File: src/include/pat_defines.svh
`ifndef PAT_DEFINES_SVH
`define PAT_DEFINES_SVH

// ==========================================================================
// core widths
// ==========================================================================

`define PAT_IW 23 // instruction word
`define PAT_DW 8 // data path and register width
`define PAT_RN_W 3 // register index
`define PAT_NREGS 8 // register file depth
`define PAT_PC_W 10 // program counter

// ==========================================================================
// pipeline control
// ==========================================================================

// instructions thrown away at commit once a branch is taken
`define PAT_BRANCH_SHADOW 5

// i0 nop with condition always and all reserved bits zero
// rn=000 fp=00000 cond=11 fo=0 1111 1111 0101
`define PAT_INSTR_NOP 23'h006ff5

`endif

File: src/design/pat_pkg.sv
`include "pat_defines.svh"

package pat_pkg;

	// i8 opcodes, 1111 escapes to the i3 space
	typedef enum logic [3:0] {
		OP8_ORI    = 4'b0000,
		OP8_ORR    = 4'b0001,
		OP8_ANDI   = 4'b0010,
		OP8_ANDR   = 4'b0011,
		OP8_ADDI   = 4'b0100,
		OP8_ADDR   = 4'b0101,
		OP8_SUBI   = 4'b0110,
		OP8_SUBR   = 4'b0111,
		OP8_LDI    = 4'b1000,
		OP8_BF     = 4'b1101,
		OP8_PREFIX = 4'b1111
	} opcode8_e;

	// i3 opcodes, bit 0 picks register form for the shifts
	typedef enum logic [3:0] {
		OP3_SHLZI  = 4'b0000,
		OP3_SHLZR  = 4'b0001,
		OP3_SHLOI  = 4'b0010,
		OP3_SHLOR  = 4'b0011,
		OP3_SHRZI  = 4'b0100,
		OP3_SHRZR  = 4'b0101,
		OP3_SHROI  = 4'b0110,
		OP3_SHROR  = 4'b0111,
		OP3_IN     = 4'b1000,
		OP3_OUT    = 4'b1011,
		OP3_PREFIX = 4'b1111
	} opcode3_e;

	typedef enum logic [3:0] {
		OP0_NOT  = 4'b0000,
		OP0_TEST = 4'b0010,
		OP0_NOP  = 4'b0101
	} opcode0_e;

	typedef enum logic [1:0] {
		COND_Z  = 2'd0, // zero flag set
		COND_NZ = 2'd1, // zero flag clear
		COND_N  = 2'd2, // negative flag set
		COND_AL = 2'd3  // unconditional
	} cond_e;

	// i8 format, full byte immediate
	typedef struct packed {
		logic [`PAT_RN_W-1:0] rn;
		logic [4:0]           fieldp; // reserved, zero
		cond_e                cond;
		logic                 field_op; // reserved, zero
		opcode8_e             op8;
		logic [7:0]           imm;
	} instr_i8_t;

	// i3 and i0 formats share this layout under the 1111 prefix
	typedef struct packed {
		logic [`PAT_RN_W-1:0] rn;
		logic [4:0]           fieldp;
		cond_e                cond;
		logic                 field_op;
		logic [3:0]           prefix;
		opcode3_e             op3;
		logic [3:0]           low; // i0 opcode, or imm3 in [2:0]
	} instr_short_t;

	typedef union packed {
		instr_i8_t    i8;
		instr_short_t sh;
	} instr_u;

	// operation class seen by the alu
	typedef enum logic [3:0] {
		ALU_OR,
		ALU_AND,
		ALU_ADD,
		ALU_SUB,
		ALU_NOT,
		ALU_SHLZ,
		ALU_SHLO,
		ALU_SHRZ,
		ALU_SHRO,
		ALU_PASS // forwards operand b (ldi, in)
	} alu_op_e;

endpackage

File: src/design/pat_stage_if.sv
`timescale 1ns/1ps
`include "pat_defines.svh"

// decode -> execute
interface pat_dx_if;
	import pat_pkg::*;

	logic                 valid; // real instruction, nop and unknown give 0
	alu_op_e              alu_op;
	logic [`PAT_RN_W-1:0] rn;
	logic [`PAT_DW-1:0]   a; // Rn contents
	logic [`PAT_DW-1:0]   b; // immediate, Rm or input byte
	cond_e                cond;
	logic                 wr_reg;
	logic                 is_out;
	logic                 is_test;
	logic                 is_branch;
	logic [`PAT_DW-1:0]   offset; // bf displacement, signed

	modport src (output valid, alu_op, rn, a, b, cond, wr_reg, is_out, is_test,
		is_branch, offset);
	modport dst (input valid, alu_op, rn, a, b, cond, wr_reg, is_out, is_test,
		is_branch, offset);
endinterface

// execute -> commit
interface pat_xc_if;
	import pat_pkg::*;

	logic                 valid;
	logic [`PAT_DW-1:0]   result;
	logic [`PAT_RN_W-1:0] rn;
	cond_e                cond;
	logic                 wr_reg;
	logic                 is_out;
	logic                 is_test;
	logic                 is_branch;
	logic [`PAT_DW-1:0]   offset;
	logic [`PAT_DW-1:0]   test_value; // Rn for test and out

	modport src (output valid, result, rn, cond, wr_reg, is_out, is_test,
		is_branch, offset, test_value);
	modport dst (input valid, result, rn, cond, wr_reg, is_out, is_test,
		is_branch, offset, test_value);
endinterface

File: src/design/pat_regfile.sv
`timescale 1ns/1ps
`include "pat_defines.svh"

module pat_regfile (
	input  logic                 clk,
	input  logic [`PAT_RN_W-1:0] i_rd_a_idx, // Rn
	input  logic [`PAT_RN_W-1:0] i_rd_b_idx, // Rm
	output logic [`PAT_DW-1:0]   o_rd_a,
	output logic [`PAT_DW-1:0]   o_rd_b,
	input  logic                 i_wr_en,
	input  logic [`PAT_RN_W-1:0] i_wr_idx,
	input  logic [`PAT_DW-1:0]   i_wr_data
);

	logic [`PAT_DW-1:0] regs [`PAT_NREGS];

	// read ports are plain muxes
	assign o_rd_a = regs[i_rd_a_idx];
	assign o_rd_b = regs[i_rd_b_idx];

	// single write port from commit
	always_ff @(posedge clk)
	begin
		if (i_wr_en)
			regs[i_wr_idx] <= i_wr_data;
	end

endmodule

File: src/design/pat_decode.sv
`timescale 1ns/1ps
`include "pat_defines.svh"

module pat_decode (
	input  logic                 clk,
	input  logic                 reset,
	input  logic [`PAT_IW-1:0]   i_instr,
	input  logic [`PAT_DW-1:0]   i_in0,
	input  logic [`PAT_DW-1:0]   i_in1,
	input  logic [`PAT_DW-1:0]   i_in2,
	output logic [`PAT_RN_W-1:0] o_rd_a_idx,
	output logic [`PAT_RN_W-1:0] o_rd_b_idx,
	input  logic [`PAT_DW-1:0]   i_rd_a,
	input  logic [`PAT_DW-1:0]   i_rd_b,
	pat_dx_if.src                dx
);
	import pat_pkg::*;

	instr_u             ir; // instruction register
	logic               is_i8, is_i3;
	logic [2:0]         imm3;
	logic [`PAT_DW-1:0] imm3_ext;
	logic [`PAT_DW-1:0] in_sel;
	logic               d_valid, d_wr, d_out, d_test, d_br;
	alu_op_e            d_op;
	logic [`PAT_DW-1:0] d_b;

	always_ff @(posedge clk)
	begin
		if (reset)
			ir <= `PAT_INSTR_NOP;
		else
			ir <= i_instr;
	end

	// format from the two prefix levels, anything left is i0
	assign is_i8 = (ir.i8.op8 != OP8_PREFIX);
	assign is_i3 = !is_i8 && (ir.sh.op3 != OP3_PREFIX);

	assign imm3     = ir.sh.low[2:0];
	assign imm3_ext = {{(`PAT_DW-3){1'b0}}, imm3};

	assign o_rd_a_idx = ir.i8.rn;
	assign o_rd_b_idx = imm3; // Rm sits in the low immediate bits

	// one-hot input pick, in0 when the code is not one-hot
	always_comb
	begin
		case (imm3)
			3'b010:  in_sel = i_in1;
			3'b100:  in_sel = i_in2;
			default: in_sel = i_in0;
		endcase
	end

	// ==========================================================================
	// opcode to operation class
	// ==========================================================================

	always_comb
	begin
		d_valid = 1'b1;
		d_wr    = 1'b1; // most ops write Rn
		d_out   = 1'b0;
		d_test  = 1'b0;
		d_br    = 1'b0;
		d_op    = ALU_PASS;
		d_b     = ir.i8.imm;
		if (is_i8)
		begin
			if (ir.i8.op8[0] && !ir.i8.op8[3])
				d_b = i_rd_b; // register form of or/and/add/sub
			case (ir.i8.op8)
				OP8_ORI, OP8_ORR:   d_op = ALU_OR;
				OP8_ANDI, OP8_ANDR: d_op = ALU_AND;
				OP8_ADDI, OP8_ADDR: d_op = ALU_ADD;
				OP8_SUBI, OP8_SUBR: d_op = ALU_SUB;
				OP8_LDI:            d_op = ALU_PASS;
				OP8_BF:
				begin
					d_wr = 1'b0;
					d_br = 1'b1;
				end
				default:
				begin
					d_valid = 1'b0; // unused i8 code
					d_wr    = 1'b0;
				end
			endcase
		end
		else if (is_i3)
		begin
			d_b = ir.sh.op3[0] ? i_rd_b : imm3_ext; // shift amount source
			case (ir.sh.op3)
				OP3_SHLZI, OP3_SHLZR: d_op = ALU_SHLZ;
				OP3_SHLOI, OP3_SHLOR: d_op = ALU_SHLO;
				OP3_SHRZI, OP3_SHRZR: d_op = ALU_SHRZ;
				OP3_SHROI, OP3_SHROR: d_op = ALU_SHRO;
				OP3_IN:               d_b  = in_sel;
				OP3_OUT:
				begin
					d_wr  = 1'b0;
					d_out = 1'b1;
				end
				default:
				begin
					d_valid = 1'b0;
					d_wr    = 1'b0;
				end
			endcase
		end
		else
		begin
			case (ir.sh.low)
				OP0_NOT:  d_op = ALU_NOT;
				OP0_TEST:
				begin
					d_wr   = 1'b0;
					d_test = 1'b1;
				end
				default: // nop and unknown i0
				begin
					d_valid = 1'b0;
					d_wr    = 1'b0;
				end
			endcase
		end
	end

	// stage register toward execute
	always_ff @(posedge clk)
	begin
		if (reset)
		begin
			dx.valid     <= 1'b0;
			dx.wr_reg    <= 1'b0;
			dx.is_out    <= 1'b0;
			dx.is_test   <= 1'b0;
			dx.is_branch <= 1'b0;
		end
		else
		begin
			dx.valid     <= d_valid;
			dx.wr_reg    <= d_wr;
			dx.is_out    <= d_out;
			dx.is_test   <= d_test;
			dx.is_branch <= d_br;
		end
		dx.alu_op <= d_op;
		dx.rn     <= ir.i8.rn;
		dx.a      <= i_rd_a;
		dx.b      <= d_b;
		dx.cond   <= ir.i8.cond;
		dx.offset <= ir.i8.imm; // only meaningful for bf
	end

endmodule

File: src/design/pat_alu.sv
`timescale 1ns/1ps
`include "pat_defines.svh"

module pat_alu (
	input  pat_pkg::alu_op_e   i_op,
	input  logic [`PAT_DW-1:0] i_a,
	input  logic [`PAT_DW-1:0] i_b,
	output logic [`PAT_DW-1:0] o_y
);
	import pat_pkg::*;

	logic [2:0]         sh_amt; // 1..4
	logic [`PAT_DW-1:0] shlz, shlo, shrz, shro;

	assign sh_amt = {1'b0, i_b[1:0]} + 3'd1;

	// ==========================================================================
	// shifter
	// ==========================================================================

	assign shlz = i_a << sh_amt;
	assign shrz = i_a >> sh_amt;
	// one-fill is the zero-fill shift done on the inverted word
	assign shlo = ~((~i_a) << sh_amt); // ones enter at bit 0
	assign shro = ~((~i_a) >> sh_amt); // ones enter at the msb

	// result select
	always_comb
	begin
		case (i_op)
			ALU_OR:   o_y = i_a | i_b;
			ALU_AND:  o_y = i_a & i_b;
			ALU_ADD:  o_y = i_a + i_b; // wraps, no carry kept
			ALU_SUB:  o_y = i_a - i_b;
			ALU_NOT:  o_y = ~i_a;
			ALU_SHLZ: o_y = shlz;
			ALU_SHLO: o_y = shlo;
			ALU_SHRZ: o_y = shrz;
			ALU_SHRO: o_y = shro;
			default:  o_y = i_b; // pass
		endcase
	end

endmodule

File: src/design/pat_execute.sv
`timescale 1ns/1ps
`include "pat_defines.svh"

module pat_execute (
	input logic   clk,
	input logic   reset,
	pat_dx_if.dst dx,
	pat_xc_if.src xc
);

	logic [`PAT_DW-1:0] alu_y;

	pat_alu u_alu (
		.i_op (dx.alu_op),
		.i_a  (dx.a),
		.i_b  (dx.b),
		.o_y  (alu_y)
	);

	always_ff @(posedge clk)
	begin
		if (reset)
		begin
			xc.valid     <= 1'b0;
			xc.wr_reg    <= 1'b0;
			xc.is_out    <= 1'b0;
			xc.is_test   <= 1'b0;
			xc.is_branch <= 1'b0;
		end
		else
		begin
			xc.valid     <= dx.valid;
			xc.wr_reg    <= dx.wr_reg;
			xc.is_out    <= dx.is_out;
			xc.is_test   <= dx.is_test;
			xc.is_branch <= dx.is_branch;
		end
		xc.result     <= alu_y;
		xc.rn         <= dx.rn; // destination travels with the result
		xc.cond       <= dx.cond; // checked at commit, not here
		xc.offset     <= dx.offset;
		xc.test_value <= dx.a; // Rn as read in decode
	end

endmodule

File: src/design/pat_commit.sv
`timescale 1ns/1ps
`include "pat_defines.svh"

module pat_commit (
	input  logic                 clk,
	input  logic                 reset,
	pat_xc_if.dst                xc,
	output logic                 o_wr_en,
	output logic [`PAT_RN_W-1:0] o_wr_idx,
	output logic [`PAT_DW-1:0]   o_wr_data,
	output logic [`PAT_PC_W-1:0] o_pc,
	output logic                 o_jump,
	output logic [`PAT_DW-1:0]   o_out,
	output logic                 o_out_valid
);
	import pat_pkg::*;

	localparam int SH_W = $clog2(`PAT_BRANCH_SHADOW + 1);

	logic                 flag_z; // zero
	logic                 flag_n; // negative
	logic [SH_W-1:0]      shadow_cnt; // instructions still to drop
	logic                 cond_ok;
	logic                 fire; // instruction takes effect this cycle
	logic                 taken; // bf that fires
	logic [`PAT_PC_W-1:0] offset_ext;

	// ==========================================================================
	// condition and shadow gating
	// ==========================================================================

	always_comb
	begin
		case (xc.cond)
			COND_Z:  cond_ok = flag_z;
			COND_NZ: cond_ok = !flag_z;
			COND_N:  cond_ok = flag_n;
			default: cond_ok = 1'b1; // always
		endcase
	end

	assign fire  = xc.valid && cond_ok && (shadow_cnt == '0);
	assign taken = fire && xc.is_branch;

	// write-back lands on the next edge
	assign o_wr_en   = fire && xc.wr_reg;
	assign o_wr_idx  = xc.rn;
	assign o_wr_data = xc.result;

	assign offset_ext = {{(`PAT_PC_W-`PAT_DW){xc.offset[`PAT_DW-1]}}, xc.offset};

	// ==========================================================================
	// flags, strobes, pc
	// ==========================================================================

	always_ff @(posedge clk)
	begin
		if (reset)
		begin
			flag_z      <= 1'b0;
			flag_n      <= 1'b0;
			shadow_cnt  <= '0;
			o_pc        <= '0;
			o_jump      <= 1'b0;
			o_out       <= '0;
			o_out_valid <= 1'b0;
		end
		else
		begin
			o_jump      <= taken; // single-cycle pulse
			o_out_valid <= fire && xc.is_out;
			if (fire && xc.is_out)
				o_out <= xc.test_value;
			if (fire && xc.is_test)
			begin
				flag_z <= (xc.test_value == '0);
				flag_n <= xc.test_value[`PAT_DW-1];
			end
			// shadow loads on a taken bf and drains one per cycle
			if (taken)
				shadow_cnt <= SH_W'(`PAT_BRANCH_SHADOW);
			else if (shadow_cnt != '0)
				shadow_cnt <= shadow_cnt - 1'b1;
			if (taken)
				o_pc <= o_pc + offset_ext; // relative, either direction
			else
				o_pc <= o_pc + 1'b1;
		end
	end

endmodule

File: src/design/pat_top.sv
`timescale 1ns/1ps
`include "pat_defines.svh"

module pat_top (
	input  logic                 clk,
	input  logic                 reset,
	input  logic [`PAT_IW-1:0]   i_instr,
	input  logic [`PAT_DW-1:0]   i_in0,
	input  logic [`PAT_DW-1:0]   i_in1,
	input  logic [`PAT_DW-1:0]   i_in2,
	output logic [`PAT_PC_W-1:0] o_pc,
	output logic                 o_jump,
	output logic [`PAT_DW-1:0]   o_out,
	output logic                 o_out_valid
);

	logic [`PAT_RN_W-1:0] rd_a_idx, rd_b_idx;
	logic [`PAT_DW-1:0]   rd_a, rd_b;
	logic                 wr_en;
	logic [`PAT_RN_W-1:0] wr_idx;
	logic [`PAT_DW-1:0]   wr_data;

	pat_dx_if u_dx (); // decode -> execute
	pat_xc_if u_xc (); // execute -> commit

	pat_regfile u_regfile (
		.clk        (clk),
		.i_rd_a_idx (rd_a_idx),
		.i_rd_b_idx (rd_b_idx),
		.o_rd_a     (rd_a),
		.o_rd_b     (rd_b),
		.i_wr_en    (wr_en),
		.i_wr_idx   (wr_idx),
		.i_wr_data  (wr_data)
	);

	pat_decode u_decode (
		.clk        (clk),
		.reset      (reset),
		.i_instr    (i_instr),
		.i_in0      (i_in0),
		.i_in1      (i_in1),
		.i_in2      (i_in2),
		.o_rd_a_idx (rd_a_idx),
		.o_rd_b_idx (rd_b_idx),
		.i_rd_a     (rd_a),
		.i_rd_b     (rd_b),
		.dx         (u_dx.src)
	);

	pat_execute u_execute (
		.clk   (clk),
		.reset (reset),
		.dx    (u_dx.dst),
		.xc    (u_xc.src)
	);

	pat_commit u_commit (
		.clk         (clk),
		.reset       (reset),
		.xc          (u_xc.dst),
		.o_wr_en     (wr_en),
		.o_wr_idx    (wr_idx),
		.o_wr_data   (wr_data),
		.o_pc        (o_pc),
		.o_jump      (o_jump),
		.o_out       (o_out),
		.o_out_valid (o_out_valid)
	);

endmodule

File: config.mk
export PLATFORM = sky130hd
export DESIGN_NAME = pat_top
export DESIGN_NICKNAME = d
export VERILOG_FILES = /design/src/design/pat_pkg.sv /design/src/design/pat_stage_if.sv /design/src/design/pat_regfile.sv /design/src/design/pat_decode.sv /design/src/design/pat_alu.sv /design/src/design/pat_execute.sv /design/src/design/pat_commit.sv /design/src/design/pat_top.sv
export VERILOG_INCLUDE_DIRS = /design/src /design/src/include
export SDC_FILE = /design/constraint.sdc
export NUM_CORES = 1
export LEC_CHECK = 0
export ABC_AREA = 0
export BUFFER_PORTS_ARGS = -buffer_cell sky130_fd_sc_hd__buf_2
export CORE_UTILIZATION = 61
export CTS_BUF_LIST = sky130_fd_sc_hd__clkbuf_8
export CTS_CLUSTER_DIAMETER = 100
export CTS_CLUSTER_SIZE = 14
export DETAILED_ROUTE_END_ITERATION = 8
export PLACE_DENSITY = 0.85
export REMOVE_ABC_BUFFERS = 1
export SLEW_MARGIN = 20
export SYNTH_ARGS = -nofsm -noshare
export SYNTH_HDL_FRONTEND = slang
export SYNTH_HIERARCHICAL = 1
export SYNTH_SLANG_ARGS = --single-unit
File: constraint.sdc
create_clock -name clk -period 4.3 [get_ports clk]
set_input_delay 0 -clock clk [delete_from_list [all_inputs] [get_ports clk]]
set_output_delay 0 -clock clk [all_outputs]
set_load 0.05 [all_outputs]
==> out/summary.json, run 1 <==
{
  "final_worst_hold_slack": {"value": 40.4, "unit": "ps"},
  "portBuffers": {"value": 62},
  "final-max-slew-violation-count": {"value": 0},
  "drt_pre_antenna_iters": {"value": 6},
  "initial_antenna_violation_count": {"value": 0},
  "grt_pass1_vias": {"value": 6346},
  "yosys_top_cell_by_area": {"value": "sky130_fd_sc_hd__dfxtp_1"},
  "synth.avg_cell_area": {"value": 11.6, "unit": "µm²"},
  "timing.critical_path.to": {"value": "u_commit/o_pc[8]"},
  "max_clock_freq": {"value": 271, "unit": "MHz"},
  "r2r_start": {"value": "u_commit/shadow_cnt[0]"},
  "cp_data_required_time": {"value": 4670, "unit": "ps"},
  "reg_top3": {"value": "u_regfile/regs (64), u_decode/ir (17), u_commit/o_pc (10)"},
  "worst-endpoint-arrival": {"value": 4050, "unit": "ps"},
  "synth-main-ff-cell": {"value": "sky130_fd_sc_hd__dfxtp_1"},
  "registers.top_by_ff_count": {"value": "u_regfile/regs"},
  "tritoncts.num_buffers": {"value": 17},
  "worst_hold_launch": {"value": "i_in0[7]"},
  "remaining_drc_errors": {"value": 0},
  "io_pins": {"value": 69},
  "synthTopCellsByCount": {"value": "114 x sky130_fd_sc_hd__dfxtp_1, 64 x sky130_fd_sc_hd__edfxtp_1, 44 x sky130_fd_sc_hd__nor2_1"},
  "gp_routability_congestion": {"value": 0.910},
  "design.core.area": {"value": 0.0140, "unit": "mm²"},
  "global_route_wire_length_before_repair": {"value": 32.0, "unit": "mm"},
  "min_path_type": {"value": "input pin to flip-flop"},
  "netlist_area": {"value": 0.00883, "unit": "mm²"},
  "power_per_cell_area": {"value": 390, "unit": "mW/mm²"},
  "timing.final.crit_period": {"value": 3680, "unit": "ps"},
  "grt_setup_unrepaired": {"value": "no"},
  "starting_density_of_the_core": {"value": 0.631},
  "max_slew_margin": {"value": 0.307},
  "largest_net_degree_at_the_start_of_global_routing": {"value": 58},
  "max_cap_violations": {"value": 0},
  "yosys-top-cells-area": {"value": "sky130_fd_sc_hd__dfxtp_1 26%, sky130_fd_sc_hd__edfxtp_1 22%, sky130_fd_sc_hd__mux4_1 8.6%"},
  "async_set_or_reset_flop_fraction_in_the_synthesized_netlist": {"value": 0},
  "vias": {"value": 6424},
  "fin_tns_setup": {"value": 0, "unit": "ps"},
  "post-route-period-util": {"value": 0.857},
  "multiInputGateArea": {"value": 0.00411, "unit": "mm²"},
  "cts.sink_count": {"value": 178},
  "die_h": {"value": 122, "unit": "µm"},
  "tritoncts": {"value": "yes"},
  "grt_overflow": {"value": 0},
  "post_route_cells_drive_above_1_share": {"value": 0.196},
  "fillers": {"value": 955},
  "die_area": {"value": 0.0150, "unit": "mm²"},
  "largest_reg_flops": {"value": 64},
  "final_net_count": {"value": 881},
  "worst-r2r-setup-slack": {"value": 620, "unit": "ps"},
  "fp.dieW": {"value": 122, "unit": "µm"},
  "first_iter_violations": {"value": 471},
  "worstSetupStartpointType": {"value": "flip-flop"},
  "vdd_drop_max": {"value": 365, "unit": "µV"},
  "worst_clock_skew": {"value": 16.7, "unit": "ps"},
  "h-tree-depth": {"value": 4},
  "worst_pin_slew": {"value": 1040, "unit": "ps"},
  "crit_fanout": {"value": 20},
  "clkLatencyLatePin": {"value": 480, "unit": "ps"},
  "avgViaCountPerCell": {"value": 6.42},
  "final_hpwl_dp": {"value": 13.9, "unit": "mm"},
  "synth_edf_count": {"value": 64},
  "outcome": {"value": "finished clean"},
  "cts.reportedPaths.clkPinSlew": {"value": 90, "unit": "ps"},
  "report.final.hold_viol_count": {"value": 0},
  "worstHoldPathCells": {"value": 3},
  "critical_path.startpoint": {"value": "u_commit/shadow_cnt[0]"},
  "post_route_antenna_net_violation_count": {"value": 0},
  "totalWireLength": {"value": 20.5, "unit": "mm"},
  "yosysMostFrequentCell": {"value": "sky130_fd_sc_hd__dfxtp_1"},
  "ys_ff_latch": {"value": 178},
  "ys_seq_area_frac": {"value": 0.476},
  "syn_inst": {"value": 758},
  "ys.warnings.count": {"value": 6},
  "antenna_cells_inserted": {"value": 0},
  "worst_r2r_endpoint": {"value": "u_commit/o_pc[8]"},
  "synth_top_cell_area_share": {"value": 0.259},
  "grt.total_usage": {"value": 0.288},
  "ctsLongestPathBuffers": {"value": 2},
  "rows": {"value": 43},
  "clk_root_buffer_cell": {"value": "sky130_fd_sc_hd__clkbuf_8"},
  "areaGrowthSynthToFinish": {"value": 8.99, "unit": "%"},
  "r2r.worst_path.cells": {"value": 14},
  "power.leakage": {"value": 3.77, "unit": "nW"},
  "end_kind": {"value": "flip-flop"},
  "path_class": {"value": "flip-flop to flip-flop"},
  "routedWlPerCell": {"value": 20.5, "unit": "µm"},
  "netlist-cell-type-count": {"value": 86},
  "area.sequential": {"value": 0.00420, "unit": "mm²"},
  "setup_violations": {"value": 0}
}
-- routing by layer --
layer | vias up | wire, µm | track usage | part of all wire
met1 | 3073 | 7780 | 0.330 | 0.38
met2 | 325 | 10400 | 0.501 | 0.51
met3 | 77 | 1610 | 0.0795 | 0.078
met5 | - | 0 | 0 | 0
met4 | 0 | 719 | 0.132 | 0.035
li1 | 2949 | - | - | -
-- final cells by class --
type	count	share of cell area
repair buffers	91	0.0606
flip-flops and latches	178	0.437
clock inverters	15	0.0169
multi-input cells	493	0.428
clock buffers	17	0.0243
inverters	26	0.0101
well taps	180	0.0234
-- critical path, cell delays in order (launching register included) --
cell and delay, ps:
sky130_fd_sc_hd__dfxtp_1 370, sky130_fd_sc_hd__inv_1 60, sky130_fd_sc_hd__ha_1 210, sky130_fd_sc_hd__ha_1 270, sky130_fd_sc_hd__o2111a_1 370, sky130_fd_sc_hd__and2_1 310, sky130_fd_sc_hd__nand2b_1 80, sky130_fd_sc_hd__ha_1 210
sky130_fd_sc_hd__inv_1 70, sky130_fd_sc_hd__fa_1 370, sky130_fd_sc_hd__and2b_1 230, sky130_fd_sc_hd__o21ai_1 90, sky130_fd_sc_hd__a21boi_0 430, sky130_fd_sc_hd__o22ai_1 190, sky130_fd_sc_hd__mux2_2 310
-- timing repair --
item,in CTS,in global routing
setup buffers,0,0
hold endpoints to repair,22,0
hold buffers,22,0
gates resized for setup,0,0
-- cells by family (layout without fill, tap and decap cells) --
| logic type | count (synthesis) | in the layout | synth area share |
|---|---|---|---|
| adders and majority gates | 25 | 25 | 0.0371 |
| xor gates and xnor gates | 16 | 16 | 0.0159 |
| and+or+nand+nor | 221 | 221 | 0.140 |
| buffers and inverters | 87 | 149 | 0.0577 |
| DFF | 178 | 178 | 0.476 |
| AOI/OAI and AO/OA | 161 | 161 | 0.128 |
| muxes | 70 | 70 | 0.145 |
-- through the flow --
stage,instances,utilization,instance area [µm²],power (mW),worst slack [ps]
finish,1000,0.688,9620,3.75,616
detailed placement,946,0.644,9000,2.61,673
global route,1000,0.688,9620,3.90,386
floorplan,697,-,8420,2.42,1130
CTS,1000,0.688,9620,3.75,654
global placement,946,0.644,9000,2.59,899
-- how the worst min path moves through the flow --
stage / endpoint
global placement: u_decode/ir[0]
finish: u_decode/dx.b[7]
CTS: u_decode/dx.b[7]
global route: u_decode/dx.b[7]
detailed placement: u_decode/ir[13]
floorplan: u_commit/o_pc[1]
-- where the power goes --
part	switching (mW)	total, mW	internal, mW
Sequential	0.123	1.97	1.85
Clock	0.652	1.14	0.486
Combinational	0.348	0.637	0.289
Total	1.12	3.75	2.63
-- cell usage in the layout, fill, tap and decap left out, types with 8 or more instances in the layout --
cell / n
sky130_fd_sc_hd__edfxtp_1: 64
sky130_fd_sc_hd__o211ai_1: 9
sky130_fd_sc_hd__mux2_2: 23
sky130_fd_sc_hd__ha_1: 23
sky130_fd_sc_hd__nand4_1: 8
sky130_fd_sc_hd__xnor2_1: 11
sky130_fd_sc_hd__nor2b_1: 19
sky130_fd_sc_hd__nor3_1: 13
sky130_fd_sc_hd__a21o_1: 8
sky130_fd_sc_hd__o21ai_0: 22
sky130_fd_sc_hd__nand3_1: 15
sky130_fd_sc_hd__buf_2: 62
sky130_fd_sc_hd__nand2b_1: 16
sky130_fd_sc_hd__and3_1: 8
sky130_fd_sc_hd__mux2i_1: 12
sky130_fd_sc_hd__nand2_1: 40
sky130_fd_sc_hd__nor2_1: 44
sky130_fd_sc_hd__clkbuf_8: 17
sky130_fd_sc_hd__dfxtp_1: 114
sky130_fd_sc_hd__a31oi_1: 12
sky130_fd_sc_hd__or2_2: 13
sky130_fd_sc_hd__a21oi_1: 34
sky130_fd_sc_hd__dlygate4sd3_1: 22
sky130_fd_sc_hd__mux4_1: 29
sky130_fd_sc_hd__inv_1: 26
Note: power is estimated with default switching activity, not from simulation.
==> run 2, diff against run 1 <==
- CORE_UTILIZATION: 61 -> 49
- PLACE_DENSITY: 0.85 -> 0.71
- SYNTH_HIERARCHICAL: 1 -> not set
==> out/summary.json, run 2 <==
{
  "max_cap_violations": {"value": 0, "change": "unchanged"},
  "r2r_start": {"value": "u_commit.shadow_cnt[0]"},
  "worst_slack_at_placement": {"value": 940, "unit": "ps", "change": "+267 ps"},
  "ys.warnings.count": {"value": 0, "change": "-6"},
  "grt_pass1_vias": {"value": 6179, "change": "-2.6%"},
  "clk_root_buffer_cell": {"value": "sky130_fd_sc_hd__clkbuf_8"},
  "synth.avg_cell_area": {"value": 11.2, "unit": "µm²", "change": "-3.4%"},
  "first_iter_violations": {"value": 344, "change": "-27%"},
  "worst-r2r-setup-slack": {"value": 940, "unit": "ps", "change": "+320 ps"},
  "fp.dieW": {"value": 133, "unit": "µm", "change": "+8.5%"},
  "report.final.hold_viol_count": {"value": 0, "change": "unchanged"},
  "global_route_wire_length_before_repair": {"value": 31.6, "unit": "mm", "change": "-1.4%"},
  "syn_inst": {"value": 745, "change": "-1.7%"},
  "hold-path-endpoint": {"value": "u_decode.dx.b[5]"},
  "routedWlPerCell": {"value": 18.6, "unit": "µm", "change": "-9.4%"},
  "yosys-top-cells-area": {"value": "sky130_fd_sc_hd__dfxtp_1 27%, sky130_fd_sc_hd__edfxtp_1 23%, sky130_fd_sc_hd__mux4_2 8.6%"},
  "worst_clock_skew": {"value": 14.4, "unit": "ps", "change": "-2.24 ps"},
  "r2r.worst_path.cells": {"value": 15, "change": "+1"},
  "synth_edf_count": {"value": 64, "change": "unchanged"},
  "min_path_type": {"value": "input pin to flip-flop"},
  "gp_routability_congestion": {"value": 0.869, "change": "-4.5%"},
  "drt_pre_antenna_iters": {"value": 7, "change": "+1"},
  "worst_hold_launch": {"value": "i_in0[5]"},
  "cts.sink_count": {"value": 178, "change": "unchanged"},
  "worstHoldPathCells": {"value": 3, "change": "unchanged"},
  "ys_seq_area_frac": {"value": 0.502, "change": "+0.0256"},
  "layout.cells.most_common_list": {"value": "114 x sky130_fd_sc_hd__dfxtp_1, 64 x sky130_fd_sc_hd__edfxtp_1, 62 x sky130_fd_sc_hd__buf_2"},
  "vias": {"value": 6129, "change": "-4.6%"},
  "design.core.area": {"value": 0.0166, "unit": "mm²", "change": "+19%"},
  "synth_top_cell_area_share": {"value": 0.272, "change": "+0.0139"},
  "ctsHoldBuffers": {"value": 20, "change": "-9.1%"},
  "final_hpwl_dp": {"value": 13.5, "unit": "mm", "change": "-2.6%"},
  "outcome": {"value": "finished clean"},
  "antenna_cells_inserted": {"value": 0, "change": "unchanged"},
  "synthTopCellsByCount": {"value": "114 x sky130_fd_sc_hd__dfxtp_1, 64 x sky130_fd_sc_hd__edfxtp_1, 54 x sky130_fd_sc_hd__nor2_1"},
  "largest_reg_flops": {"value": 64, "change": "unchanged"},
  "grt_overflow": {"value": 0, "change": "unchanged"},
  "path_class": {"value": "flip-flop to flip-flop"},
  "totalWireLength": {"value": 19.4, "unit": "mm", "change": "-5.5%"},
  "setup_violations": {"value": 0, "change": "unchanged"},
  "die_area": {"value": 0.0176, "unit": "mm²", "change": "+18%"},
  "layout_commonest_cell": {"value": "sky130_fd_sc_hd__dfxtp_1"},
  "final-max-slew-violation-count": {"value": 0, "change": "unchanged"},
  "tritoncts.num_buffers": {"value": 17, "change": "unchanged"},
  "post_route_antenna_net_violation_count": {"value": 0, "change": "unchanged"},
  "grt_setup_unrepaired": {"value": "no"},
  "grt.total_usage": {"value": 0.232, "change": "-0.0564"},
  "cts.reportedPaths.clkPinSlew": {"value": 90, "unit": "ps", "change": "about the same"},
  "netlist-cell-type-count": {"value": 71, "change": "-17%"},
  "reg_top3": {"value": "u_regfile.regs (64), u_decode.ir (17), u_commit.o_pc (10)"},
  "synth-main-ff-cell": {"value": "sky130_fd_sc_hd__dfxtp_1"},
  "vdd_drop_max": {"value": 273, "unit": "µV", "change": "-25%"},
  "fin_tns_setup": {"value": 0, "unit": "ps", "change": "unchanged"},
  "starting_density_of_the_core": {"value": 0.503, "change": "-0.128"},
  "die_h": {"value": 133, "unit": "µm", "change": "+8.5%"},
  "post-route-period-util": {"value": 0.782, "change": "-0.0746"},
  "worst_pin_slew": {"value": 982, "unit": "ps", "change": "-53.9 ps"},
  "worst_r2r_endpoint": {"value": "u_commit.o_pc[8]"},
  "yosys_top_cell_by_area": {"value": "sky130_fd_sc_hd__dfxtp_1"},
  "post_route_cells_drive_above_1_share": {"value": 0.213, "change": "+0.0166"},
  "max_slew_margin": {"value": 0.343, "change": "+0.0361"},
  "io_pins": {"value": 69, "change": "unchanged"},
  "final_net_count": {"value": 884, "change": "+0.34%"},
  "remaining_drc_errors": {"value": 0, "change": "unchanged"},
  "ctsResizeCount": {"value": 0, "change": "unchanged"},
  "end_kind": {"value": "flip-flop"},
  "fin_ws": {"value": 937, "unit": "ps", "change": "+321 ps"},
  "worst-endpoint-arrival": {"value": 3720, "unit": "ps", "change": "-330 ps"},
  "registers.top_by_ff_count": {"value": "u_regfile.regs"},
  "crit_fanout": {"value": 21, "change": "+5.0%"},
  "detailed_place.area": {"value": 0.00884, "unit": "mm²", "change": "-1.8%"},
  "largest_net_degree_at_the_start_of_global_routing": {"value": 57, "change": "-1.7%"},
  "initial_antenna_violation_count": {"value": 0, "change": "unchanged"},
  "yosysMostFrequentCell": {"value": "sky130_fd_sc_hd__dfxtp_1"},
  "max_clock_freq": {"value": 297, "unit": "MHz", "change": "+9.5%"},
  "cts_post_setup_buffers_inserted": {"value": 0, "change": "unchanged"},
  "async_set_or_reset_flop_fraction_in_the_synthesized_netlist": {"value": 0, "change": "unchanged"},
  "clkLatencyLatePin": {"value": 460, "unit": "ps", "change": "-20 ps"},
  "cell_area_after_layout": {"value": 0.00944, "unit": "mm²", "change": "-1.8%"},
  "avgViaCountPerCell": {"value": 5.88, "change": "-8.4%"},
  "worstSetupStartpointType": {"value": "flip-flop"},
  "areaGrowthSynthToFinish": {"value": 12.7, "unit": "%"},
  "power.leakage": {"value": 3.59, "unit": "nW", "change": "-4.7%"},
  "portBuffers": {"value": 62, "change": "unchanged"},
  "cp_data_required_time": {"value": 4650, "unit": "ps", "change": "-20 ps"},
  "tritoncts": {"value": "yes"},
  "h-tree-depth": {"value": 4, "change": "unchanged"},
  "timing.final.crit_period": {"value": 3360, "unit": "ps", "change": "-321 ps"},
  "netlist_area": {"value": 0.00838, "unit": "mm²", "change": "-5.1%"},
  "power_per_cell_area": {"value": 394, "unit": "mW/mm²", "change": "+1.1%"},
  "fillers": {"value": 1398, "change": "+46%"},
  "rows": {"value": 47, "change": "+9.3%"},
  "ctsLongestPathBuffers": {"value": 2, "change": "unchanged"},
  "ys_ff_latch": {"value": 178, "change": "unchanged"}
}
run 2: cell types whose count changed after synthesis, sizes merged, moves of 6 or more:
cell / before / now
clkbuf: 13 / 29
or3: 3 / 9
buf: 47 / 18
mux2: 23 / 17
nor2: 44 / 54
a21oi: 34 / 43
run 2: kinds of logic after synthesis:
kind of cell | after synthesis | synth area share
XOR/XNOR | 15 | 0.0157
adder cells (fa/ha/maj) | 26 | 0.0406
AND/OR/NAND/NOR | 229 | 0.141
AO/OA/AOI/OAI | 158 | 0.125
multiplexers | 66 | 0.139
buffers and inverters | 73 | 0.0361
flip-flops | 178 | 0.502
run 2: routing by layer:
metal | wire (µm) | GRT usage | vias up
li1 | - | - | 2913
met1 | 8130 | 0.288 | 2997
met2 | 9780 | 0.395 | 183
met3 | 1090 | 0.0490 | 36
met4 | 400 | 0.0939 | 0
met5 | 0 | 0 | -
run 2: worst max-delay path by stage:
| stage | startpoint | endpoint | slack [ps] |
|---|---|---|---|
| finish | u_commit.shadow_cnt[0] | u_commit.o_pc[8] | 940 |
| global route | u_commit.shadow_cnt[0] | u_commit.o_pc[8] | 600 |
| CTS | u_commit.shadow_cnt[0] | u_commit.o_pc[8] | 910 |
| detailed placement | u_commit.shadow_cnt[0] | u_commit.o_pc[8] | 940 |
| global placement | u_commit.shadow_cnt[0] | u_commit.o_pc[8] | 1070 |
| floorplan | u_decode.dx.b[0] | u_execute.xc.result[7] | 1250 |
run 2: cell type report:
cell class	instances	area (µm²)	share of cell area
clock buffer	18	248	0.0262
clock inverter	14	153	0.0162
inverter	26	97.6	0.0103
multi-input combinational	494	3880	0.411
sequential	178	4200	0.445
tap	220	275	0.0292
timing repair buffer	92	586	0.0620
run 2: report_power, final:
part           internal [mW]  switching [mW]  total [mW]
Clock                  0.538           0.606        1.14
Sequential              1.85           0.119        1.97
Combinational          0.280           0.326       0.606
Total                   2.67            1.05        3.72
run 2: worst max-delay path: stages, from the launching register on:
cell and delay [ps]:
sky130_fd_sc_hd__dfxtp_1 360, sky130_fd_sc_hd__inv_1 60, sky130_fd_sc_hd__ha_1 210, sky130_fd_sc_hd__ha_1 290
sky130_fd_sc_hd__o2111a_1 150, sky130_fd_sc_hd__buf_4 200, sky130_fd_sc_hd__and2_1 210, sky130_fd_sc_hd__nand2b_1 80
sky130_fd_sc_hd__ha_1 160, sky130_fd_sc_hd__inv_1 50, sky130_fd_sc_hd__fa_1 380, sky130_fd_sc_hd__nor2b_1 160
sky130_fd_sc_hd__o21ai_0 110, sky130_fd_sc_hd__a21boi_0 400, sky130_fd_sc_hd__o22ai_1 170, sky130_fd_sc_hd__mux2_2 290
run 2: through the flow:
step | instances | total power [mW] | hold WS, ps | utilization
after floorplan | 698 | 2.40 | 66.7 | -
after global placement | 990 | 2.57 | 185 | 0.531
after detailed placement | 990 | 2.59 | 187 | 0.531
after CTS | 1042 | 3.73 | 0.563 | 0.567
after global routing | 1042 | 3.88 | 31.9 | 0.567
final | 1042 | 3.72 | 17.6 | 0.567
==> run 3, diff against run 2 <==
- clock period: 4.3 -> 3.23 ns (I/O delays scaled with it)
==> out/summary.json, run 3 (synthesized netlist as in run 2, its figures left out) <==
{
  "max_clock_freq": {"value": 336, "unit": "MHz", "change": "+13%"},
  "timing.critical_path.cells": {"value": "inv_1 > ha_1 > ha_2 > o2111a_1 > and2_1 > nand2b_1 > ha_1 > inv_1 > fa_1 > nor2b_1 > o21ai_1 > a21boi_0 > o22ai_1 > mux2_2"},
  "antenna_cells_inserted": {"value": 0, "change": "unchanged"},
  "cts.reportedPaths.clkPinSlew": {"value": 90, "unit": "ps", "change": "about the same"},
  "avgViaCountPerCell": {"value": 5.81, "change": "-1.1%"},
  "cp_data_required_time": {"value": 3580, "unit": "ps", "change": "-1070 ps"},
  "gp_routability_congestion": {"value": 0.869, "change": "about the same"},
  "grt.total_usage": {"value": 0.234, "change": "+0.00169"},
  "finalCoreUtilization": {"value": 0.578, "change": "+0.0111"},
  "power.leakage": {"value": 3.70, "unit": "nW", "change": "+3.1%"},
  "grt_setup_unrepaired": {"value": "no"},
  "path_class": {"value": "flip-flop to flip-flop"},
  "worst_clock_skew": {"value": 14.4, "unit": "ps", "change": "+0.00220 ps"},
  "ctsLongestPathBuffers": {"value": 2, "change": "unchanged"},
  "report.final.hold_viol_count": {"value": 0, "change": "unchanged"},
  "critPathSlowestCell": {"value": "sky130_fd_sc_hd__fa_1"},
  "outcome": {"value": "finished clean"},
  "remaining_drc_errors": {"value": 0, "change": "unchanged"},
  "layout_commonest_cell": {"value": "sky130_fd_sc_hd__dfxtp_1"},
  "grt_overflow": {"value": 0, "change": "unchanged"},
  "net-switching-power": {"value": 1.40, "unit": "mW", "change": "+34%"},
  "global_route_wire_length_before_repair": {"value": 31.4, "unit": "mm", "change": "-0.55%"},
  "post-route-period-util": {"value": 0.921, "change": "+0.139"},
  "max_slew_margin": {"value": 0.351, "change": "+0.00819"},
  "h-tree-depth": {"value": 4, "change": "unchanged"},
  "rows": {"value": 47, "change": "unchanged"},
  "pwr-share-clk": {"value": 0.322, "change": "+0.015"},
  "worst_pin_slew": {"value": 972, "unit": "ps", "change": "-9.99 ps"},
  "report.power.total": {"value": 5.11, "unit": "mW", "change": "+37%"},
  "grt_pass1_vias": {"value": 6151, "change": "-0.45%"},
  "first_iter_violations": {"value": 416, "change": "+21%"},
  "power.switching_fraction": {"value": 0.275, "change": "-0.00751"},
  "tritoncts": {"value": "yes"},
  "worst-endpoint-arrival": {"value": 3330, "unit": "ps", "change": "-390 ps"},
  "totalWireLength": {"value": 19.7, "unit": "mm", "change": "+1.6%"},
  "reg_top3": {"value": "u_regfile.regs (64), u_decode.ir (17), u_commit.o_pc (10)"},
  "die_area": {"value": 0.0176, "unit": "mm²", "change": "unchanged"},
  "power_per_cell_area": {"value": 530, "unit": "mW/mm²", "change": "+35%"},
  "registers.top_by_ff_count": {"value": "u_regfile.regs"},
  "clkLatencyLatePin": {"value": 460, "unit": "ps", "change": "about the same"},
  "largest_reg_flops": {"value": 64, "change": "unchanged"},
  "detailed_place.area": {"value": 0.00897, "unit": "mm²", "change": "+1.4%"},
  "die_h": {"value": 133, "unit": "µm", "change": "unchanged"},
  "post_route_antenna_net_violation_count": {"value": 0, "change": "unchanged"},
  "end_kind": {"value": "flip-flop"},
  "largest_net_degree_at_the_start_of_global_routing": {"value": 57, "change": "unchanged"},
  "routedWlPerCell": {"value": 18.6, "unit": "µm", "change": "-0.28%"},
  "vias": {"value": 6175, "change": "+0.75%"},
  "starting_density_of_the_core": {"value": 0.503, "change": "unchanged"},
  "fin_tns_setup": {"value": 0, "unit": "ps", "change": "unchanged"},
  "cp_top_family": {"value": "adder cells"},
  "final-max-slew-violation-count": {"value": 0, "change": "unchanged"},
  "max_cap_violations": {"value": 0, "change": "unchanged"},
  "portBuffers": {"value": 62, "change": "unchanged"},
  "cpPeakStageDelay": {"value": 380, "unit": "ps", "change": "-20 ps"},
  "cts.sink_count": {"value": 178, "change": "unchanged"},
  "final_net_count": {"value": 904, "change": "+2.3%"},
  "power.sequential.fraction": {"value": 0.513, "change": "-0.017"},
  "layout.cells.most_common_list": {"value": "114 x sky130_fd_sc_hd__dfxtp_1, 64 x sky130_fd_sc_hd__edfxtp_1, 62 x sky130_fd_sc_hd__buf_2"},
  "critical_path.n_buffers_inverters": {"value": 2, "change": "-1"},
  "setup_violations": {"value": 0, "change": "unchanged"},
  "min_path_type": {"value": "input pin to flip-flop"},
  "io_pins": {"value": 69, "change": "unchanged"},
  "areaGrowthSynthToFinish": {"value": 14.9, "unit": "%"},
  "post_route_cells_drive_above_1_share": {"value": 0.228, "change": "+0.0151"},
  "clk_root_buffer_cell": {"value": "sky130_fd_sc_hd__clkbuf_8"},
  "design.core.area": {"value": 0.0166, "unit": "mm²", "change": "unchanged"},
  "cts_post_setup_buffers_inserted": {"value": 0, "change": "unchanged"},
  "initial_antenna_violation_count": {"value": 0, "change": "unchanged"},
  "fp.dieW": {"value": 133, "unit": "µm", "change": "unchanged"},
  "tritoncts.num_buffers": {"value": 17, "change": "unchanged"},
  "crit_fanout": {"value": 6, "change": "-71%"},
  "cell_internal_power": {"value": 3.70, "unit": "mW", "change": "+39%"},
  "final_hpwl_dp": {"value": 13.9, "unit": "mm", "change": "+2.7%"},
  "worstSetupStartpointType": {"value": "flip-flop"},
  "timing.final.crit_period": {"value": 2980, "unit": "ps", "change": "-388 ps"},
  "p_comb_frac": {"value": 0.165, "change": "+0.002"},
  "cell_area_after_layout": {"value": 0.00963, "unit": "mm²", "change": "+1.9%"},
  "vdd_drop_max": {"value": 574, "unit": "µV", "change": "+110%"},
  "drt_pre_antenna_iters": {"value": 5, "change": "-2"}
}
## run 3: cell types whose count changed in the layout (fill, tap and decap cells not counted), sizes merged
cell,change
bufinv,+2
inv,+1
clkinvlp,+1
clkinv,-3
clkbuf,-1
dlygate4sd3,+2
buf,+18
## run 3: metrics by stage
step	hold WS, ps	setup slack, ps	cells
final	78.6	255	1062
after global placement	185	292	1008
after global routing	53.8	9.02	1062
after detailed placement	187	190	1008
after CTS	19.7	169	1062
after floorplan	66.7	180	698
## run 3: power by group through the flow
stage | clock [mW] | sequential (mW) | combinational (mW)
CTS | 1.68 | 2.62 | 0.833
finish | 1.64 | 2.62 | 0.842
detailed placement | 0 | 2.67 | 0.808
floorplan | 0 | 2.66 | 0.540
global route | 1.77 | 2.64 | 0.922
global placement | 0 | 2.66 | 0.783
## run 3: worst register-to-register path: stages, from the launching register on
cell and delay, ps:
sky130_fd_sc_hd__dfxtp_1 360, sky130_fd_sc_hd__inv_1 50, sky130_fd_sc_hd__ha_1 210, sky130_fd_sc_hd__ha_2 230
sky130_fd_sc_hd__o2111a_1 170, sky130_fd_sc_hd__and2_1 200, sky130_fd_sc_hd__nand2b_1 80, sky130_fd_sc_hd__ha_1 150
sky130_fd_sc_hd__inv_1 60, sky130_fd_sc_hd__fa_1 380, sky130_fd_sc_hd__nor2b_1 180, sky130_fd_sc_hd__o21ai_1 90
sky130_fd_sc_hd__a21boi_0 280, sky130_fd_sc_hd__o22ai_1 140, sky130_fd_sc_hd__mux2_2 280
## run 3: per-layer routing
metal,GRT usage,vias up,part of all wire
met2,0.398,206,0.50
met5,0,-,0
li1,-,2955,-
met3,0.0448,36,0.055
met1,0.286,2978,0.42
met4,0.113,0,0.024
## run 3: area by class of cell
| type | count | area, µm² |
|---|---|---|
| timing repair buffer | 112 | 741 |
| tap | 220 | 275 |
| sequential | 178 | 4200 |
| clock buffer | 17 | 234 |
| multi-input combinational | 494 | 3870 |
| inverter | 26 | 97.6 |
| clock inverter | 15 | 203 |
| fill | 1358 | 7020 |
## run 3: repair_timing
action	4_1_cts	5_1_grt
gates resized for setup	0	2
setup endpoints to repair	0	2
hold buffers	22	0
hold endpoints to repair	21	0
## run 3: worst paths after layout
path | depth (start not counted) | slack [ps] | start | endpoint
hold reg to reg | 0 | 330 | u_decode.dx.offset[6] | u_execute.xc.offset[6]
setup / recovery | 14 | 250 | u_commit.shadow_cnt[0] | u_commit.o_pc[8]
setup reg to reg | 14 | 250 | u_commit.shadow_cnt[0] | u_commit.o_pc[8]
hold / removal | 4 | 80 | i_in0[0] | u_decode.dx.b[0]
